--- src/capture_pkg.sv ---
//////////////////////////////////////////////////////////////////////
// shared widths and types for the trace capture unit
// imported by wildcard in each module header that needs them
//////////////////////////////////////////////////////////////////////

package capture_pkg;

	//////////////////////////////////////////////////////////////////////
	// sensor geometry
	//////////////////////////////////////////////////////////////////////

	// width of the carry chain adder
	localparam int CHAIN_W = 128;

	// copies of the parameter byte needed to fill one operand
	localparam int SENSOR_REPS = CHAIN_W / 8;

	//////////////////////////////////////////////////////////////////////
	// data types
	//////////////////////////////////////////////////////////////////////

	// uart data, parameter byte and sample values
	typedef logic [7:0] byte_t;

	// one adder operand or sum
	typedef logic [CHAIN_W-1:0] chain_t;

	// controller FSM states
	typedef enum logic [2:0]
	{
		// waiting for a parameter byte
		IDLE       = 3'd0,
		// one sensor request per cycle
		SAMPLE     = 3'd1,
		// last two samples still in the sensor pipe
		DRAIN      = 3'd2,
		// quiet time before the dump
		GAP        = 3'd3,
		// echo of the parameter byte
		SEND_PARAM = 3'd4,
		// next trace byte out of the memory
		SEND_TRACE = 3'd5,
		// byte on the line, wait for the transmitter
		WAIT_TX    = 3'd6
	} ctrl_state_t;

endpackage

--- src/uart_tx.sv ---
//////////////////////////////////////////////////////////////////////
// 8N1 uart transmitter for the trace dump
// a byte is taken when tx_start and tx_ready are both high
//////////////////////////////////////////////////////////////////////

`timescale 1ns/10ps

module uart_tx import capture_pkg::*;
#(
	parameter int CLKS_PER_BIT = 434
)
(
	input  logic  clk0,
	input  logic  c10_resetn,
	input  byte_t tx_data,
	input  logic  tx_start,
	output logic  tx_ready,
	output logic  tx
);

	localparam int CNT_W = $clog2(CLKS_PER_BIT);

	// stop, data lsb first, start, shifted out from bit 0
	logic [9:0]       shreg;
	logic [CNT_W-1:0] clk_cnt;
	logic [3:0]       bit_idx;

	// line level is always the low end of the shifter
	assign tx = shreg[0];

	always_ff @(posedge clk0 or negedge c10_resetn)
	begin
		if (!c10_resetn)
		begin
			shreg    <= '1;
			clk_cnt  <= '0;
			bit_idx  <= '0;
			tx_ready <= 1'b1;
		end
		else if (tx_ready)
		begin
			clk_cnt <= '0;
			bit_idx <= '0;
			if (tx_start)
			begin
				shreg    <= {1'b1, tx_data, 1'b0};
				tx_ready <= 1'b0;
			end
		end
		else if (clk_cnt == CNT_W'(CLKS_PER_BIT - 1))
		begin
			clk_cnt <= '0;
			// ones fill from the top, line rests high afterwards
			shreg   <= {1'b1, shreg[9:1]};
			// end of stop bit, ready again
			if (bit_idx == 4'd9)
				tx_ready <= 1'b1;
			else
				bit_idx <= bit_idx + 1'b1;
		end
		else
			clk_cnt <= clk_cnt + 1'b1;
	end

endmodule

--- config.mk ---
export PLATFORM = sky130hd
export DESIGN_NAME = uart_tx
export DESIGN_NICKNAME = d
export VERILOG_FILES = /design/src/capture_pkg.sv /design/src/uart_tx.sv
export SDC_FILE = /design/constraint.sdc
export NUM_CORES = 1
export LEC_CHECK = 0
export BUFFER_PORTS_ARGS = -buffer_cell sky130_fd_sc_hd__buf_2
export CORE_MARGIN = 2
export CORE_UTILIZATION = 30
export CTS_CLUSTER_SIZE = 8
export DETAILED_ROUTE_END_ITERATION = 8
export HOLD_SLACK_MARGIN = 0.03
export PLACE_DENSITY = 0.55
export SETUP_SLACK_MARGIN = 0.3
export SYNTH_ARGS = -nofsm -noshare
export SYNTH_HDL_FRONTEND = slang
export SYNTH_SLANG_ARGS = --single-unit
--- constraint.sdc ---
create_clock -name clk0 -period 3.65 [get_ports clk0]
set_input_delay 0.73 -clock clk0 [delete_from_list [all_inputs] [get_ports clk0]]
set_output_delay 0.73 -clock clk0 [all_outputs]
set_load 0.01 [all_outputs]
==> flow_summary_export.csv, run 1 <==
group,metric,value,unit
run_status,status,"completed",
placed_design,dp_hpwl,1590,microns
clock_tree,postCtsSetupRepairBufs,0,
sta,slew-limit-headroom,0.454,
global_routing,grt_overflow,0,
sta,hold_viol_final,0,
placed_design,portBuffers,12,
synthesis,syn-num-nets,122,
floorplanning,fp.dieH,66.4,microns
layout,fin_nets,137,
floorplanning,fp.dieW,66.4,microns
clock_tree,cts_tree,"done",
worst_hold_path,min_path_type,"in2async",
floorplanning,design.die.area,4410,sq um
global_routing,track_usage,0.117,
placed_design,place_ws,1740,ps
clock_tree,cts.htree.levels,1,
synthesis,synth.area.top_cells,"dfrtp_1 28%, dfstp_2 22%, o221a_1 6.7%",
synthesis,ys_seq_area_frac,0.503,
placed_design,placed_cells,165,
global_routing,grt_pass1_wl,3910,microns
synthesis,synth_top_cell_area_share,0.278,
clock_tree,path_clk_slew,80,ps
clock_tree,clkLatencyLatePin,270,ps
synthesis,synth-edff-count,0,
sta,rsz0062_at_grt,"no",
global_routing,grt_pass1_vias,862,
layout,layout-drive-gt1-share,0.298,
layout,antenna_cells,0,
routing,drtPass1Iterations,4,
floorplanning,core,3720,sq um
setup_path,r2r_cells,3,
setup_path,critical_path.endpoint_type,"register",
pwr,peakVddDrop,234,uV
sta,fmax,522,MHz
sta,min_period,1920,ps
setup_path,cp.arrival,2110,ps
setup_path,critPathMaxFanout,9,
routing,drt_wl_total,2290,microns
layout,final_cells,169,
clock_tree,numCtsBuffers,3,
layout,area_growth_syn_to_layout,13.0,%
synthesis,syn_avg_cell_area,10.9,sq um
sta,finalMaxSlewViolations,0,
synthesis,ys_async_sr_fraction,1.00,
synthesis,synth_commonest_cells,"13 x dfrtp_1, 10 x dfstp_2, 9 x a21oi_1, 9 x nor2_1",
synthesis,syn_area,1170,sq um
routing,num_vias,870,
sta,finClkSkew,6.92,ps
routing,wire_per_inst,13.6,microns
clock_tree,hold_buffers,0,
routing,drc,0,
floorplanning,num_rows,22,
synthesis,syn_inst,107,
synthesis,yosys.area.top_type,"dfrtp_1",
synthesis,synth.most_common_cell,"dfrtp_1",
sta,worst_pin_slew,813,ps
layout,fillers,376,
sta,setup_violations,0,
run,drv_cap,0,
synthesis,synth_cell_types,29,
clock_tree,clkSinkCount,23,
pwr,powerDensity,498,nW/um^2
routing,via_per_inst,5.15,
synthesis,synth-seq-cells,23,
synthesis,synth_flop_cell,"dfrtp_1",
synthesis,ys.warnings.count,0,
setup_path,cp.required,3850,ps
sta,fin_ws,1730,ps
global_routing,grt_max_degree,24,
layout,post-route-util,0.355,
setup_path,criticalPathCategory,"reg2reg",
global_routing,antenna_found_initial,0,
sta,finalSetupTns,0,ps
floorplanning,initial_utilization,0.314,
clock_tree,clock-root-buffer,"clkbuf_8",
sta,post-route-period-util,0.525,
pwr,p_leak,0.542,nW
clock_tree,clk_path_buf_depth,2,
floorplanning,io_pins,13,
placed_design,gp_congestion,0.710,
clock_tree,cts_resized,0,
routing,drt_iter0_drc,36,
routing,ant_nets,0,
setup_path,worst_setup_path_start_kind,"register",
==> cells in the final DEF, fill, tap and decap left out <==
master	Yosys	routed
mux2_2	2	2
nand4_1	4	4
or4_1	2	2
xor2_1	1	1
o221a_1	7	7
a21oi_1	9	9
nor2_1	9	9
dfstp_2	10	10
clkinv_2	0	1
nand3_1	4	4
o211a_1	1	1
inv_1	5	5
clkbuf_8	0	3
xnor2_1	2	2
nor2b_1	1	1
or2_2	7	7
nand2_1	4	4
buf_2	0	12
or4b_4	1	1
nor4bb_1	1	1
o21bai_1	1	1
and4b_1	1	1
o21ai_0	4	4
or3_1	5	5
mux2i_1	2	2
o31ai_1	3	3
ha_1	4	4
dfrtp_1	13	13
nand4bb_1	1	1
nand4b_1	1	1
==> metal layers <==
metal / track usage / part of all wire / vias to the layer above
met4: 0.0510 / 0.017 / 0
met3: 0.0426 / 0.059 / 6
li1: - / - / 428
met2: 0.178 / 0.44 / 25
met5: 0 / 0 / -
met1: 0.149 / 0.49 / 411
==> critical path, stage by stage, from the launching register on <==
cell     delay, ps
dfrtp_1        440
or4b_4         570
or3_1          520
o221a_1        320
==> layout make-up <==
type / instances / area [sq um] / area share
Tap cell: 48 / 60.1 / 0.0455
Multi-Input combinational cell: 77 / 547 / 0.414
Inverter: 5 / 18.8 / 0.0142
Timing Repair Buffer: 12 / 60.1 / 0.0455
Clock inverter: 1 / 5.00 / 0.00379
Sequential cell: 23 / 588 / 0.445
Clock buffer: 3 / 41.3 / 0.0313
==> path summary, 6_finish.rpt <==
kind | start | slack, ps | to
max | clk_cnt[6] | 1730 | shreg[6]
min | c10_resetn | 420 | bit_idx[2]
max reg2reg | clk_cnt[6] | 1730 | shreg[6]
min reg2reg | shreg[1] | 480 | shreg[0]
max in group asynchronous | c10_resetn | 2870 | shreg[0]
min in group clk0 | shreg[1] | 480 | shreg[0]
==> cell families after synthesis <==
| family | share of synthesized area |
|---|---|
| and+or+nand+nor | 0.209 |
| AOI/OAI and AO/OA | 0.157 |
| DFF | 0.503 |
| buffers and inverters | 0.0289 |
| muxes | 0.0364 |
| adders and majority gates | 0.0428 |
| xor gates and xnor gates | 0.0225 |
==> metrics by stage <==
step	cell area (sq um)	hold WS [ps]	total power, mW
3_5_place_dp	1270	471	0.502
3_3_place_gp	1270	457	0.496
6_report	1320	423	0.658
2_1_floorplan	1170	434	0.458
4_1_cts	1320	430	0.670
5_1_grt	1320	448	0.705
==> sequential cells by signal (all words and copies together) (netlist names) <==
signal,count
bit_idx,4
tx_ready,1
clk_cnt,9
shreg,9
==> where the power goes <==
group,internal (mW),switching [mW],total [mW]
Sequential,0.313,0.0689,0.382
Clock,0.0762,0.0801,0.156
Combinational,0.0620,0.0573,0.119
Total,0.451,0.206,0.658
(Power assumes the default switching activity.)
==> run 2: changes to the inputs <==
ABC_AREA = 1   (was unset)
clock period = 1.8 ns   (was 3.65 ns; I/O delays follow)
==> run 2 against run 1 <==
Synthesized cell count grew 48%. Clock power grew 110%. Global-route usage grew 0.85 points. Final cell count grew 33%. Setup slack lost 1300 ps. Synthesized area grew 7.4%. Critical path depth shrank 2. Die area grew 6.9%.
==> flow_summary_export.csv, run 2 <==
group,metric,value,unit
pwr,clock_power_share,0.237,
pwr,powerDensity,968,nW/um^2
placed_design,portBuffers,12,
pwr,p_comb_frac,0.232,
clock_tree,cts_tree,"done",
routing,drt_wl_total,2520,microns
synthesis,synth_top_cell_area_share,0.259,
placed_design,gp_congestion,0.764,
routing,wire_per_inst,11.2,microns
setup_path,cp.required,1440,ps
pwr,switchingPower,456,uW
sta,setup_violations,0,
setup_path,criticalPathCategory,"reg2out",
global_routing,grt_pass1_wl,4430,microns
worst_hold_path,min_path_type,"in2async",
run,drv_cap,0,
global_routing,grt_overflow,0,
routing,ant_nets,0,
global_routing,antenna_found_initial,0,
sta,min_period,1390,ps
layout,layout-drive-gt1-share,0.211,
clock_tree,hold_buffers,0,
synthesis,synth.area.top_cells,"dfrtp_1 26%, dfstp_2 21%, nand2_1 16%",
routing,drtPass1Iterations,4,
floorplanning,core,4000,sq um
global_routing,track_usage,0.126,
routing,drc,0,
synthesis,yosys.area.top_type,"dfrtp_1",
layout,antenna_cells,0,
setup_path,r2r-start,"tx_ready",
synthesis,synth-seq-cells,23,
layout,area_growth_syn_to_layout,14.5,%
sta,finalMaxSlewViolations,0,
pwr,sw_frac_of_total,0.328,
sta,finClkSkew,2.70,ps
setup_path,critical_path.endpoint_type,"output pin",
sta,finalSetupTns,0,ps
global_routing,grt_pass1_vias,963,
sta,worst_pin_slew,537,ps
synthesis,syn_area,1250,sq um
global_routing,grt_max_degree,24,
clock_tree,clkSinkCount,23,
floorplanning,design.die.area,4720,sq um
pwr,fin_total_pwr,1.39,mW
setup_path,worst_setup_path_start_kind,"register",
sta,slew-limit-headroom,0.642,
routing,num_vias,1023,
pwr,pwr-share-seq,0.532,
synthesis,ys.warnings.count,0,
floorplanning,initial_utilization,0.314,
setup_path,slowest_delay,610,ps
routing,drt_iter0_drc,34,
layout,fin_nets,191,
layout,layout_commonest_cell,"nand2_1",
clock_tree,clk_path_buf_depth,2,
run_status,status,"completed",
synthesis,syn_avg_cell_area,7.94,sq um
pwr,peakVddDrop,389,uV
layout,reg_top3,"clk_cnt: 9 flops, shreg: 9 flops, bit_idx: 4 flops",
clock_tree,path_clk_slew,80,ps
clock_tree,clkLatencyLatePin,270,ps
setup_path,critPathMaxFanout,7,
pwr,internal_power,935,uW
layout,layout_common_cells,"54 x nand2_1, 26 x nand3_1, 16 x nor2_1, 13 x dfrtp_1, 12 x buf_2",
clock_tree,clock-root-buffer,"clkbuf_8",
placed_design,dp_hpwl,1760,microns
sta,fmax,719,MHz
sta,post-route-period-util,0.773,
floorplanning,fp.dieH,68.7,microns
setup_path,path_delay_family,"flip-flops",
clock_tree,cts.htree.levels,1,
floorplanning,io_pins,13,
routing,via_per_inst,4.55,
synthesis,ys_async_sr_fraction,1.00,
floorplanning,num_rows,23,
synthesis,ys_seq_area_frac,0.469,
setup_path,slowest_stage,"dfstp_2",
synthesis,synth_flop_cell,"dfrtp_1",
sta,hold_viol_final,0,
synthesis,synth_commonest_cells,"54 x nand2_1, 26 x nand3_1, 16 x nor2_1, 13 x dfrtp_1, 11 x inv_1",
setup_path,cp.arrival,1030,ps
clock_tree,numCtsBuffers,3,
setup_path,r2r_cells,4,
synthesis,synth_cell_types,24,
setup_path,r2r_slack,440,ps
setup_path,crit_chain,"buf_2",
synthesis,syn-num-nets,173,
floorplanning,fp.dieW,68.7,microns
setup_path,r2r-end,"shreg[5]",
synthesis,synth.most_common_cell,"nand2_1",
setup_path,critPathBufInv,1,
sta,rsz0062_at_grt,"no",
synthesis,syn_inst,158,
pwr,p_leak,0.763,nW
synthesis,synth-edff-count,0,
run 2: cell count changes after synthesis, sizes merged, moves of 3 or more:
| cell | change |
|---|---|
| nor2 | +9 |
| nand3 | +23 |
| nand4 | -3 |
| inv | +7 |
| buf | +3 |
| nand2 | +53 |
| o31ai | -3 |
| nor3 | +3 |
| o221a | -7 |
| or3 | -5 |
| or2 | -5 |
| o21ai | -3 |
| a21oi | -6 |
run 2: worst max-delay path by stage:
stage / start / to / cells past startpoint
2_1_floorplan: tx_ready / shreg[8] / 5
3_3_place_gp: tx_ready / shreg[8] / 4
3_5_place_dp: tx_ready / shreg[7] / 4
4_1_cts: tx_ready / shreg[3] / 4
5_1_grt: tx_ready / shreg[6] / 4
6_report: tx_ready / tx_ready / 1
run 2: layer usage:
metal	share of wire	vias to the layer above	global-route usage	routed length, microns
met5	0	-	0	0
met1	0.51	472	0.175	1280
met2	0.45	15	0.196	1140
li1	-	534	-	-
met3	0.036	2	0.0357	90
met4	0.0048	0	0.0225	12
run 2: per-stage QoR:
| stage | hold slack, ps | worst slack, ps | instances | area, sq um | utilization |
|---|---|---|---|---|---|
| after floorplan | 64.4 | 592 | 158 | 1250 | - |
| after global placement | 380 | 396 | 217 | 1350 | 0.337 |
| after detailed placement | 370 | 365 | 217 | 1350 | 0.337 |
| after CTS | 80.4 | 348 | 221 | 1390 | 0.348 |
| after global routing | 99.2 | 331 | 225 | 1440 | 0.359 |
| final | 64.9 | 409 | 225 | 1440 | 0.359 |
run 2: cell type report:
cell class,instances,area (sq um)
Sequential cell,23,588
Inverter,12,45.0
Fill cell,427,2560
Tap cell,50,62.6
Clock buffer,4,45.0
Multi-Input combinational cell,119,586
Timing Repair Buffer,17,110
run 2: cells by family (layout without fill, tap and decap cells):
logic type                 count (synthesis)  after routing  synth area share
xor gates and xnor gates                   2              2            0.0140
DFF                                       23             23             0.469
AOI/OAI and AO/OA                          5              5            0.0209
and+or+nand+nor                          108            108             0.392
adders and majority gates                  4              4            0.0399
buffers and inverters                     16             33            0.0648
run 2: power groups by stage:
stage / clock [mW] / combinational [mW] / sequential, mW
after CTS: 0.340 / 0.327 / 0.740
final: 0.329 / 0.322 / 0.739
after detailed placement: 0 / 0.325 / 0.750
after floorplan: 0 / 0.254 / 0.730
after global placement: 0 / 0.325 / 0.750
after global routing: 0.360 / 0.373 / 0.758
run 2: timing repair:
item / 4_1_cts / 5_1_grt
setup buffers: 0 / 4
endpoints found under the setup margin: 0 / 9
endpoints found under the hold margin: 0 / 0
gates resized for setup: 0 / 1
==> run 3: changes to the inputs <==
PLACE_DENSITY = 0.57   (was 0.55)
clock period = 1.25 ns   (was 1.8 ns; I/O delays follow)
==> run 3 against run 2 <==
The flow now finishes with violations (negative setup slack). Flip-flop and latch count is the same. Worst hold slack gained 220 ps. Non-clock buffer count increased by 23. Sequential share of layout area down 9.4 points. Clock power increased by 43%. Clock-buffer cell count did not move. Critical path depth increased by 5.
==> flow_summary_export.csv, run 3 (same netlist as run 2, synthesis figures left out) <==
group,metric,value,unit
setup_path,crit_chain,"buf_6, inv_4, or2_4, buf_4, nand3_1, nand2_1",
layout,area_growth_syn_to_layout,48.7,%
sta,hold_ws,284,ps
clock_tree,cts.htree.levels,1,
setup_path,r2r_cells,6,
sta,min_period,1320,ps
worst_hold_path,hold_path_depth,5,
run,drv_cap,0,
setup_path,cp.arrival,1520,ps
pwr,clock_power_share,0.204,
routing,num_vias,1153,
sta,setup_violations,21,
sta,post-route-period-util,1.05,
routing,drtPass1Iterations,2,
setup_path,critical_path.endpoint_type,"register",
sta,finClkSkew,2.99,ps
setup_path,cp.required,1450,ps
worst_hold_path,min_path_type,"in2reg",
pwr,fin_total_pwr,2.32,mW
placed_design,place_ws,-32.1,ps
pwr,p_comb_frac,0.335,
sta,hold_viol_final,0,
pwr,p_leak,0.920,nW
routing,ant_nets,0,
floorplanning,core,4000,sq um
setup_path,r2r-end,"shreg[3]",
sta,worst_pin_slew,357,ps
sta,fmax,759,MHz
run_status,violations,"negative setup slack",
layout,final_cells,250,
clock_tree,clkSinkCount,23,
global_routing,track_usage,0.136,
global_routing,grt_pass1_vias,1044,
setup_path,slowest_delay,570,ps
routing,drc,0,
sta,finalMaxSlewViolations,0,
clock_tree,cts_tree,"done",
clock_tree,numCtsBuffers,3,
layout,fillers,394,
layout,reg_top3,"clk_cnt: 9 flops, shreg: 9 flops, bit_idx: 4 flops",
setup_path,critPathMaxFanout,5,
sta,finalSetupTns,-715,ps
setup_path,criticalPathCategory,"reg2reg",
floorplanning,initial_utilization,0.314,
sta,rsz0062_at_grt,"yes",
floorplanning,fp.dieW,68.7,microns
clock_tree,clk_path_buf_depth,2,
pwr,internal_power,1.53,mW
pwr,peakVddDrop,588,uV
floorplanning,fp.dieH,68.7,microns
sta,fin_ws,-67.0,ps
setup_path,r2r-start,"tx_ready",
sta,slew-limit-headroom,0.761,
pwr,pwr-share-seq,0.461,
routing,drt_iter0_drc,33,
layout,layout_common_cells,"44 x nand2_1, 19 x nand3_1, 16 x buf_4, 13 x dfrtp_1, 11 x nor2_1",
placed_design,gp_congestion,0.740,
pwr,powerDensity,1240,nW/um^2
run_status,status,"finished, violations left",
clock_tree,clkLatencyLatePin,260,ps
clock_tree,clock-root-buffer,"clkbuf_8",
global_routing,antenna_found_initial,0,
setup_path,worst_setup_path_start_kind,"register",
routing,drt_wl_total,3110,microns
setup_path,r2r_slack,-70,ps
pwr,switchingPower,786,uW
placed_design,placed_cells,232,
layout,fin_nets,216,
placed_design,dp_hpwl,1890,microns
pwr,sw_frac_of_total,0.339,
global_routing,grt_max_degree,24,
floorplanning,num_rows,23,
global_routing,grt_overflow,0,
worst_hold_path,worstHoldStart,"tx_data[2]",
routing,via_per_inst,4.61,
global_routing,grt_pass1_wl,4690,microns
floorplanning,design.die.area,4720,sq um
setup_path,cp-startpoint,"tx_ready",
clock_tree,path_clk_slew,80,ps
floorplanning,io_pins,13,
layout,layout-drive-gt1-share,0.455,
layout,antenna_cells,0,
routing,wire_per_inst,12.4,microns
worst_hold_path,min_to,"shreg[3]",
layout,layout_commonest_cell,"nand2_1",
placed_design,portBuffers,12,
setup_path,slowest_stage,"dfstp_2",
-- run 3: worst max-delay path, delay by kind of cell (launching register included) --
kind          cells  cell delay, ps
buf+inv           3             310
flops             1             570
simple gates      3             360
-- run 3: stage by stage --
stage               instance area (sq um)   util
floorplan                            1280      -
global placement                     1490  0.372
detailed placement                   1490  0.372
CTS                                  1670  0.417
global route                         1870  0.466
finish                               1870  0.466
-- run 3: how the worst max path moves through the flow --
stage	to	slack [ps]	cells past startpoint
final	shreg[3]	-70	6
after global routing	bit_idx[1]	-120	9
after CTS	shreg[4]	-50	9
after detailed placement	bit_idx[2]	-30	9
after global placement	bit_idx[3]	-20	6
after floorplan	bit_idx[2]	60	9
-- run 3: final cells by class --
cell class	instances	area, sq um	share of cell area
timing repair buffer	40	360	0.193
multi-input combinational	121	757	0.406
inverter	12	52.6	0.0282
sequential	23	588	0.315
tap	50	62.6	0.0335
clock buffer	4	45.0	0.0241
-- run 3: power groups by stage --
stage | Sequential [mW] | Combinational, mW | Clock [mW]
global placement | 1.07 | 0.599 | 0
CTS | 1.07 | 0.660 | 0.491
detailed placement | 1.07 | 0.605 | 0
floorplan | 1.06 | 0.378 | 0
finish | 1.07 | 0.776 | 0.472
global route | 1.09 | 0.878 | 0.522
-- run 3: what timing repair did --
item	CTS	global route
resized for setup	15	40
pin swaps	5	13
cloned	2	1
endpoints found under the hold margin	13	0
setup buffers	5	5
hold buffers	1	0
endpoints found under the setup margin	25	48
-- run 3: metal layers --
metal  wire (microns)  vias to the layer above  track usage
li1                 -                      593            -
met1             1490                      546        0.183
met2             1530                       10        0.218
met3               59                        4       0.0244
met4               38                        0       0.0450
met5                0                        -            0
